[src/verilog/starforce_pkg.sv]
// raster constants, pixel payload types and layer codes for the video path
package starforce_pkg;

   // ==================================================
   // raster constants
   // ==================================================

   // 48 MHz system clock divided down to the 6 MHz pixel rate
   localparam int PIX_DIV = 8;
   localparam int DIV_W   = $clog2(PIX_DIV);

   // 256 pixels per line, wraps without a blanking region
   localparam int HPOS_W  = 8;

   // tiles and the sprite are both one byte wide
   localparam int TILE_W  = 8;
   localparam int TILE_SH = $clog2(TILE_W);
   // sprite run counter has to hold the full width
   localparam int RUN_W   = $clog2(TILE_W + 1);

   // ==================================================
   // pixel payloads
   // ==================================================

   typedef logic [HPOS_W-1:0] hpos_t;
   typedef logic [TILE_W-1:0] plane_t;
   typedef logic [3:0]        bank_t;

   // plane 2 is the msb, zero is transparent
   typedef logic [2:0]        code_t;

   // order also gives the priority, sprite in front
   typedef enum logic [1:0] {
      LAYER_SPRITE   = 2'd0,
      LAYER_FG       = 2'd1,
      LAYER_BG       = 2'd2,
      LAYER_BACKDROP = 2'd3
   } layer_t;

   // 9-bit colour index into the palette
   typedef struct packed {
      layer_t layer;
      bank_t  bank;
      code_t  code;
   } color_t;

endpackage

[src/verilog/layer_mixer.sv]
// layer priority selection and registered colour index with pixel position
`timescale 1ns/1ns

module layer_mixer
   import starforce_pkg::*;
(
   input  logic   clk,
   input  logic   CR,
   input  logic   pix_ce_i,
   input  hpos_t  hpos_i,
   input  code_t  spr_code_i,
   input  code_t  fg_code_i,
   input  code_t  bg_code_i,
   input  bank_t  spr_bank_i,
   input  bank_t  fg_bank_i,
   input  bank_t  bg_bank_i,
   output color_t color_o,
   output hpos_t  pixel_x_o
);

   logic [2:0] opaque;
   layer_t     sel;
   color_t     color_d;

   assign opaque = {|bg_code_i, |fg_code_i, |spr_code_i};

   // priority encoder, frontmost opaque layer wins
   always_comb
   begin
      if (opaque[0])
         sel = LAYER_SPRITE;
      else if (opaque[1])
         sel = LAYER_FG;
      else if (opaque[2])
         sel = LAYER_BG;
      else
         sel = LAYER_BACKDROP;
   end

   // 4-to-1 selector for bank and code
   always_comb
   begin
      color_d.layer = sel;
      case (sel)
         LAYER_SPRITE:
         begin
            color_d.bank = spr_bank_i;
            color_d.code = spr_code_i;
         end
         LAYER_FG:
         begin
            color_d.bank = fg_bank_i;
            color_d.code = fg_code_i;
         end
         LAYER_BG:
         begin
            color_d.bank = bg_bank_i;
            color_d.code = bg_code_i;
         end
         default:
         begin
            // backdrop has a zero bank and code
            color_d.bank = '0;
            color_d.code = '0;
         end
      endcase
   end

   always_ff @(posedge clk or negedge CR)
   begin
      if (!CR)
      begin
         color_o   <= '0;
         pixel_x_o <= '0;
      end
      else if (pix_ce_i)
      begin
         color_o   <= color_d;
         pixel_x_o <= hpos_i;
      end
   end

   // backdrop only when every layer was transparent for that pixel
   a_backdrop : assert property (@(posedge clk) disable iff (!CR)
      pix_ce_i |=> ((color_o.layer == LAYER_BACKDROP) ==
                    ($past(spr_code_i) == '0 && $past(fg_code_i) == '0 &&
                     $past(bg_code_i) == '0)));

endmodule

[src/verilog/pixel_timing.sv]
// pixel strobe divider, horizontal pixel counter and tile boundary strobe
`timescale 1ns/1ns

module pixel_timing
   import starforce_pkg::*;
(
   input  logic  clk,
   input  logic  CR,
   output logic  pix_ce_o,
   output hpos_t hpos_o,
   output logic  tile_load_o
);

   logic [DIV_W-1:0] div_cnt;
   hpos_t            hpos_q;

   // modulo PIX_DIV divider, strobe on the last count
   always_ff @(posedge clk or negedge CR)
   begin
      if (!CR)
         div_cnt <= '0;
      else if (div_cnt == DIV_W'(PIX_DIV - 1))
         div_cnt <= '0;
      else
         div_cnt <= div_cnt + 1'b1;
   end

   assign pix_ce_o = (div_cnt == DIV_W'(PIX_DIV - 1));

   // horizontal counter, wraps at 256
   always_ff @(posedge clk or negedge CR)
   begin
      if (!CR)
         hpos_q <= '0;
      else if (pix_ce_o)
         hpos_q <= hpos_q + 1'b1;
   end

   assign hpos_o = hpos_q;

   // last pixel of a tile, so the next tile loads as hpos steps over
   assign tile_load_o = pix_ce_o && (&hpos_q[TILE_SH-1:0]);

   // pixel strobes are evenly spaced
   a_pix_ce_period : assert property (@(posedge clk) disable iff (!CR)
      pix_ce_o |=> !pix_ce_o [*PIX_DIV-1] ##1 pix_ce_o);

endmodule

[src/verilog/plane_shifter.sv]
// load, shift and hold register for one bit plane, msb out first
`timescale 1ns/1ns

module plane_shifter
   import starforce_pkg::*;
#(
   parameter type T = plane_t
)
(
   input  logic clk,
   input  logic CR,
   input  logic load_i,
   input  logic shift_i,
   input  T     par_i,
   output logic msb_o
);

   logic [$bits(T)-1:0] q;

   // modes as in a universal shift register
   // load wins, shift fills zeros from the lsb side
   always_ff @(posedge clk or negedge CR)
   begin
      if (!CR)
      begin
         q <= '0;
      end
      else
      begin
         case ({load_i, shift_i})
            2'b10,
            2'b11:   q <= par_i;
            2'b01:   q <= {q[$bits(T)-2:0], 1'b0};
            default: q <= q;
         endcase
      end
   end

   // pixel bit is always the top of the register
   assign msb_o = q[$bits(T)-1];

   // callers must never load and shift on the same strobe
   a_no_load_shift : assert property (@(posedge clk) disable iff (!CR)
      !(load_i && shift_i));

endmodule

[src/verilog/sprite_layer.sv]
// sprite layer: position comparator, sprite plane shifters and run counter
`timescale 1ns/1ns

module sprite_layer
   import starforce_pkg::*;
(
   input  logic   clk,
   input  logic   CR,
   input  logic   pix_ce_i,
   input  hpos_t  hpos_i,
   input  hpos_t  sprite_x_i,
   input  plane_t splane0_i,
   input  plane_t splane1_i,
   input  plane_t splane2_i,
   input  bank_t  sbank_i,
   output code_t  code_o,
   output bank_t  bank_o
);

   logic             hit;
   logic             shift;
   logic [RUN_W-1:0] run_cnt;
   logic             bit0;
   logic             bit1;
   logic             bit2;
   bank_t            bank_q;

   // ==================================================
   // trigger and run control
   // ==================================================

   // start on the pixel at sprite_x, first bit shows one pixel later
   assign hit = pix_ce_i && (hpos_i == sprite_x_i);

   // eight shifts empty the registers, zero fill keeps them transparent
   assign shift = pix_ce_i && !hit && (run_cnt != '0);

   always_ff @(posedge clk or negedge CR)
   begin
      if (!CR)
         run_cnt <= '0;
      else if (hit)
         run_cnt <= RUN_W'(TILE_W);
      else if (shift)
         run_cnt <= run_cnt - 1'b1;
   end

   always_ff @(posedge clk or negedge CR)
   begin
      if (!CR)
         bank_q <= '0;
      else if (hit)
         bank_q <= sbank_i;
   end

   // ==================================================
   // sprite planes
   // ==================================================

   plane_shifter #(.T(plane_t)) splane0_sh (
      .clk     (clk),
      .CR      (CR),
      .load_i  (hit),
      .shift_i (shift),
      .par_i   (splane0_i),
      .msb_o   (bit0)
   );

   plane_shifter #(.T(plane_t)) splane1_sh (
      .clk     (clk),
      .CR      (CR),
      .load_i  (hit),
      .shift_i (shift),
      .par_i   (splane1_i),
      .msb_o   (bit1)
   );

   plane_shifter #(.T(plane_t)) splane2_sh (
      .clk     (clk),
      .CR      (CR),
      .load_i  (hit),
      .shift_i (shift),
      .par_i   (splane2_i),
      .msb_o   (bit2)
   );

   assign code_o = {bit2, bit1, bit0};
   assign bank_o = bank_q;

endmodule

[src/verilog/starforce_video.sv]
// video path top level: raster timing, two tile layers, sprite layer and mixer
`timescale 1ns/1ns

module starforce_video
   import starforce_pkg::*;
(
   input  logic   clk,
   input  logic   CR,
   input  plane_t fg_plane0_i,
   input  plane_t fg_plane1_i,
   input  plane_t fg_plane2_i,
   input  bank_t  fg_bank_i,
   input  plane_t bg_plane0_i,
   input  plane_t bg_plane1_i,
   input  plane_t bg_plane2_i,
   input  bank_t  bg_bank_i,
   input  hpos_t  sprite_x_i,
   input  plane_t spr_plane0_i,
   input  plane_t spr_plane1_i,
   input  plane_t spr_plane2_i,
   input  bank_t  spr_bank_i,
   output logic   pix_ce_o,
   output color_t color_o,
   output hpos_t  pixel_x_o
);

   logic  pix_ce;
   logic  tile_load;
   hpos_t hpos;
   code_t fg_code;
   code_t bg_code;
   code_t spr_code;
   bank_t fg_bank;
   bank_t bg_bank;
   bank_t spr_bank;

   // ==================================================
   // raster timing
   // ==================================================

   pixel_timing timing_i (
      .clk         (clk),
      .CR          (CR),
      .pix_ce_o    (pix_ce),
      .hpos_o      (hpos),
      .tile_load_o (tile_load)
   );

   assign pix_ce_o = pix_ce;

   // ==================================================
   // layers
   // ==================================================

   tile_layer fg_layer (
      .clk         (clk),
      .CR          (CR),
      .pix_ce_i    (pix_ce),
      .tile_load_i (tile_load),
      .plane0_i    (fg_plane0_i),
      .plane1_i    (fg_plane1_i),
      .plane2_i    (fg_plane2_i),
      .bank_i      (fg_bank_i),
      .code_o      (fg_code),
      .bank_o      (fg_bank)
   );

   tile_layer bg_layer (
      .clk         (clk),
      .CR          (CR),
      .pix_ce_i    (pix_ce),
      .tile_load_i (tile_load),
      .plane0_i    (bg_plane0_i),
      .plane1_i    (bg_plane1_i),
      .plane2_i    (bg_plane2_i),
      .bank_i      (bg_bank_i),
      .code_o      (bg_code),
      .bank_o      (bg_bank)
   );

   sprite_layer spr_layer (
      .clk        (clk),
      .CR         (CR),
      .pix_ce_i   (pix_ce),
      .hpos_i     (hpos),
      .sprite_x_i (sprite_x_i),
      .splane0_i  (spr_plane0_i),
      .splane1_i  (spr_plane1_i),
      .splane2_i  (spr_plane2_i),
      .sbank_i    (spr_bank_i),
      .code_o     (spr_code),
      .bank_o     (spr_bank)
   );

   // ==================================================
   // priority mix
   // ==================================================

   layer_mixer mixer_i (
      .clk        (clk),
      .CR         (CR),
      .pix_ce_i   (pix_ce),
      .hpos_i     (hpos),
      .spr_code_i (spr_code),
      .fg_code_i  (fg_code),
      .bg_code_i  (bg_code),
      .spr_bank_i (spr_bank),
      .fg_bank_i  (fg_bank),
      .bg_bank_i  (bg_bank),
      .color_o    (color_o),
      .pixel_x_o  (pixel_x_o)
   );

endmodule

[src/verilog/tile_layer.sv]
// tile layer: three plane shifters and the palette bank latch
`timescale 1ns/1ns

module tile_layer
   import starforce_pkg::*;
(
   input  logic   clk,
   input  logic   CR,
   input  logic   pix_ce_i,
   input  logic   tile_load_i,
   input  plane_t plane0_i,
   input  plane_t plane1_i,
   input  plane_t plane2_i,
   input  bank_t  bank_i,
   output code_t  code_o,
   output bank_t  bank_o
);

   logic  shift;
   logic  bit0;
   logic  bit1;
   logic  bit2;
   bank_t bank_q;

   // shift on every pixel strobe except the tile boundary
   assign shift = pix_ce_i && !tile_load_i;

   plane_shifter #(.T(plane_t)) plane0_sh (
      .clk     (clk),
      .CR      (CR),
      .load_i  (tile_load_i),
      .shift_i (shift),
      .par_i   (plane0_i),
      .msb_o   (bit0)
   );

   plane_shifter #(.T(plane_t)) plane1_sh (
      .clk     (clk),
      .CR      (CR),
      .load_i  (tile_load_i),
      .shift_i (shift),
      .par_i   (plane1_i),
      .msb_o   (bit1)
   );

   plane_shifter #(.T(plane_t)) plane2_sh (
      .clk     (clk),
      .CR      (CR),
      .load_i  (tile_load_i),
      .shift_i (shift),
      .par_i   (plane2_i),
      .msb_o   (bit2)
   );

   // bank comes with the planes of the same tile
   always_ff @(posedge clk or negedge CR)
   begin
      if (!CR)
         bank_q <= '0;
      else if (tile_load_i)
         bank_q <= bank_i;
   end

   assign code_o = {bit2, bit1, bit0};
   assign bank_o = bank_q;

endmodule
[config.mk]
export PLATFORM = sky130hd
export DESIGN_NAME = starforce_video
export DESIGN_NICKNAME = d
export VERILOG_FILES = /design/src/verilog/starforce_pkg.sv /design/src/verilog/layer_mixer.sv /design/src/verilog/pixel_timing.sv /design/src/verilog/plane_shifter.sv /design/src/verilog/sprite_layer.sv /design/src/verilog/starforce_video.sv /design/src/verilog/tile_layer.sv
export SDC_FILE = /design/constraint.sdc
export NUM_CORES = 1
export LEC_CHECK = 0
export ABC_AREA = 1
export BUFFER_PORTS_ARGS = -buffer_cell sky130_fd_sc_hd__buf_2
export CAP_MARGIN = 20
export CORE_AREA = 2 2 81 160
export CTS_CLUSTER_SIZE = 30
export DETAILED_ROUTE_END_ITERATION = 16
export DIE_AREA = 0 0 83 162
export PLACE_DENSITY_LB_ADDON = 0.1
export RECOVER_POWER = 50
export SLEW_MARGIN = 20
export SYNTH_ARGS = -nofsm -noshare
export SYNTH_HDL_FRONTEND = slang
export SYNTH_SLANG_ARGS = --single-unit
[constraint.sdc]
create_clock -name clk -period 4 [get_ports clk]
set_input_delay 0 -clock clk [delete_from_list [all_inputs] [get_ports clk]]
set_output_delay 0 -clock clk [all_outputs]
set_load 0.005 [all_outputs]
==> results <==
- The flow ran to the end, and the final reports show no timing, DRC or antenna violations.
- The number of sinks driven by the clock tree is 116.
- The critical path arrival is 2970 ps.
- The slew at the pin with the worst max-slew slack is approximately 1400 ps.
- When the netlist entered floorplanning its net count stood at between 700 and 800.
- The worst-case clock skew is approximately 13 ps.
- The simple-gate share of the synthesized area is 33.47%.
- The clock network accounts for 56.4% of the total power.
- The adder-cell area share of the yosys netlist is roughly 1.4%.
- The count of pins over their slew limit was 0.
- Dividing the detail-routed wire length by the instance count gives 13.76 um.
- Traced cell by cell, the critical path runs through ha_1, ha_1, buf_4, inv_2, a21oi_2, buf_4, inv_2, nand2_1, o21ai_0.
- Of the available clock period, the critical path in the final layout requires 66.54%.
- Along the worst path, the maximum fanout reaches 24.
- The number of input and output port buffers inserted is 111.
- The internal power component is between 2 and 3 mW.
- After synthesis, the largest family of logic cells by area is simple AND/OR/NAND/NOR gates.
- Sequential elements use 54.00% of the synthesized area.
- The library cells used most frequently in the layout, excluding fill and tap cells, are sky130_fd_sc_hd__nand2_1 (265), sky130_fd_sc_hd__dfrtp_1 (116), sky130_fd_sc_hd__nand3_1 (113), sky130_fd_sc_hd__buf_2 (101), sky130_fd_sc_hd__dlygate4sd3_1 (85).
- The DRC violation count after routing is 0.
- Final hold analysis gives a worst-case slack of 311.6 ps.
- The number of antenna violations at the first check in global routing is 0.
- In this run the horizontal extent of the chip is about 83 um.
- The number of detailed-routing iterations run before antenna repair is 5.
- The number of cells produced by synthesis is 653.
- TritonCTS built the clock tree.
- The finished layout holds between 1000 and 1500 standard cells, fillers aside.
- Of the total power, the share spent switching nets is between 10% and 20%.
- The most common cell after layout, fill and taps aside is sky130_fd_sc_hd__nand2_1.
- The number of hold violations in the final report is 0.
- The areal power density over the cells is 413.1 mW/mm^2.
- The layout overhead on the synthesized area is 40.32%.
- For this design the static power due to leakage is 3.724 nW.
- The number of instances in the placed design is 886.
- Multiplexer cells account for 0% of the synthesized area.
- The switching power total is 600.6 uW.
- The total negative slack for setup checks is 0 ps.
- Setup repair after global routing left no endpoint under its margin.
- Once the floorplan was initialized, standard cells occupied 44.08% of the core.
- The register share of total power is 38.2%.
- After clock tree synthesis, the clock-pin slew on the worst setup and hold paths is 50 ps.
- Yosys mapped the design onto 25 distinct sky130hd cell types.
- The via count of the first global-routing pass is 4909.
- The synthesized netlist occupies a cell area of 0.005375 sq mm.
- During I/O placement, the number of pins put on the boundary was 112.
- The buffers plus inverters on the worst setup path is 4.
- Measured against its own limit, the worst slew margin works out to 6.863%.
- The slowest stage of the critical path is the sky130_fd_sc_hd__nand2_1 cell.
- Across the run, the number of max-cap violations was 0.
- The total number of vias is 4995.
- The total area inside the core boundary comes to around 0.012 sq mm.
- The post-detailed-placement half-perimeter wirelength is 8.595 mm.
- The number of diodes is 0.
- The congestion estimate from routability-driven global placement came to 0.7946.
- The violation count after the first detailed-route iteration is 271.
- For the worst setup path, the data required time is 4310 ps.
- The classification of the worst-slack hold path is in2reg.
- The level count of the clock H-tree is 4.
- The final setup violation count is 0.
- In the final design database the tool counted 943 nets.
- The number of warnings issued by yosys is 0.
- The clock reaches the later pin of the worst-skew pair after 410 ps.
- The first global-routing pass estimated about 23 mm of wire.
- The kind of capture point of the worst setup path is a flip-flop.
- Summing the areas of all compound-gate instances in the mapped netlist gives 3.142% of the synthesized area.
- Clock tree synthesis selected as its root buffer the cell sky130_fd_sc_hd__clkbuf_16.
- Cells with a size suffix above 1 make up 17.43% of the layout.
- The wire length after detailed routing is 13.79 mm.
- The remaining global-route overflow is 0.
- STA classifies the critical path startpoint as a flip-flop.
- The detail route stage leaves a number of antenna-violating nets equal to 0.
- The average instance in the mapped netlist occupies 8.231 sq um.
- On the worst path, the slowest cell contributes a delay of 570 ps.
- The highest achievable clock rate is 375.7 MHz.
- The deepest clock path buffer count is 2.
- The worst setup path is of the reg2reg kind.
- The floorplan die area is approximately 0.013 sq mm.
- The cell family contributing the most delay on the critical path is buffers and inverters.
- TritonCTS created 17 clock buffers.
- The mean number of vias per cell is 4.985.
- The total global routing track utilization is 21.04%.
- The die height is roughly 160 um.
- The maximum vdd drop is roughly 0.31 mV.
- After synthesis the netlist holds a flip-flop and latch count of around 120.
- Of the total power, combinational logic draws 5.3%.
- Subtracting the final worst setup slack from the clock period gives 2662 ps.
- The number of core rows is 57.
- The area share of xor/xnor cells in the synthesized design is 2.118%.
- The largest net degree at the start of global routing is 76.
[worst register-to-register path, stage by stage, from the launching register on]
cell and delay, ps:
sky130_fd_sc_hd__dfrtp_1 390, sky130_fd_sc_hd__ha_1 200, sky130_fd_sc_hd__ha_1 170, sky130_fd_sc_hd__buf_4 210
sky130_fd_sc_hd__inv_2 80, sky130_fd_sc_hd__a21oi_2 30, sky130_fd_sc_hd__buf_4 220, sky130_fd_sc_hd__inv_2 360
sky130_fd_sc_hd__nand2_1 570, sky130_fd_sc_hd__o21ai_0 340
[timing repair]
| item | 4_1_cts | 5_1_grt |
|---|---|---|
| gates resized for setup | 0 | 0 |
| endpoints found under the hold margin | 108 | 0 |
| buffers inserted | 0 | 0 |
| hold buffers | 85 | 0 |
[sequential cells by signal (all words and copies together), names as in the netlist, 8 cells and up]
register,count
fg_layer.plane1_sh.q,8
bg_layer.plane2_sh.q,8
fg_layer.plane0_sh.q,8
fg_layer.plane2_sh.q,8
mixer_i.color_o,9
spr_layer.splane1_sh.q,8
bg_layer.plane1_sh.q,8
spr_layer.splane2_sh.q,8
spr_layer.splane0_sh.q,8
mixer_i.pixel_x_o,8
timing_i.hpos_o,8
bg_layer.plane0_sh.q,8
[cell usage after synthesis]
master	count	area, sq um
sky130_fd_sc_hd__nand2_1	265	994.7
sky130_fd_sc_hd__dfrtp_1	116	2903
sky130_fd_sc_hd__nand3_1	113	565.5
sky130_fd_sc_hd__inv_1	37	138.9
sky130_fd_sc_hd__nand3b_1	21	157.7
sky130_fd_sc_hd__clkbuf_1	19	71.32
sky130_fd_sc_hd__o21ai_0	12	60.06
sky130_fd_sc_hd__nor2_1	10	37.54
sky130_fd_sc_hd__buf_2	9	45.04
sky130_fd_sc_hd__xnor2_1	8	70.07
sky130_fd_sc_hd__a22o_1	6	52.55
sky130_fd_sc_hd__ha_1	6	75.07
sky130_fd_sc_hd__a21oi_1	5	25.02
sky130_fd_sc_hd__xor2_1	5	43.79
sky130_fd_sc_hd__buf_1	3	11.26
sky130_fd_sc_hd__inv_2	3	11.26
sky130_fd_sc_hd__nor3_1	3	15.01
sky130_fd_sc_hd__a21o_1	2	15.01
sky130_fd_sc_hd__buf_4	2	15.01
sky130_fd_sc_hd__buf_6	2	22.52
sky130_fd_sc_hd__nor2_2	2	12.51
sky130_fd_sc_hd__a211oi_1	1	7.510
sky130_fd_sc_hd__a21oi_2	1	8.760
sky130_fd_sc_hd__nand4_1	1	6.260
sky130_fd_sc_hd__nor3_2	1	10.01
[layout make-up]
type,count,area [sq um]
clock buffer,22,484.2
timing repair buffer,206,1464
sequential,116,2903
clock inverter,9,197.7
fill,1035,4653
tap,147,183.9
multi-input combinational,462,2160
inverter,40,150.1
[stage by stage]
| stage | util, % | setup slack (ps) | cell area [sq um] | total power [mW] |
|---|---|---|---|---|
| floorplan | - | 2372 | 5375 | 1.236 |
| global placement | 49.44 | 1415 | 6030 | 1.314 |
| detailed placement | 49.44 | 1325 | 6030 | 1.316 |
| CTS | 62.01 | 1306 | 7562 | 3.146 |
| global route | 61.84 | 1094 | 7542 | 3.221 |
| finish | 61.84 | 1338 | 7542 | 3.116 |
[power by group through the flow]
stage	registers [mW]	logic [mW]	clock network (mW)
floorplan	1.21	0.0260	0
global placement	1.21	0.103	0
detailed placement	1.21	0.105	0
CTS	1.19	0.169	1.79
global route	1.19	0.184	1.84
finish	1.19	0.166	1.76
[cell families (layout without fill, tap and decap cells)]
group	count (synthesis)	in the layout
flip-flops	116	116
XOR/XNOR	13	13
adder cells (fa/ha/maj)	6	6
AO/OA/AOI/OAI	27	27
AND/OR/NAND/NOR	416	416
buffers and inverters	75	277
[path summary, 6_finish.rpt]
path / startpoint / end / slack, ps / depth (start not counted)
setup reg to reg: timing_i.div_cnt[0] / spr_layer.splane1_sh.q[0] / 1340 / 9
max in group asynchronous: CR / mixer_i.pixel_x_o[1] / 1690 / 3
hold reg to reg: timing_i.div_cnt[0] / timing_i.div_cnt[0] / 450 / 1
hold / removal: sprite_x_i[6] / spr_layer.splane2_sh.q[1] / 310 / 8
setup / recovery: timing_i.div_cnt[0] / spr_layer.splane1_sh.q[0] / 1340 / 9
min in group asynchronous: CR / bg_layer.plane2_sh.q[1] / 430 / 2
[metal layers]
| metal | vias to the layer above | global-route usage, % | wire, um |
|---|---|---|---|
| met4 | 0 | 7.303 | 235 |
| met5 | - | 0 | 0 |
| met2 | 140 | 37.39 | 7327 |
| met3 | 16 | 5.589 | 586 |
| met1 | 2367 | 24.31 | 5636 |
| li1 | 2472 | - | - |
No activity file was read; power rests on OpenSTA's default activity.
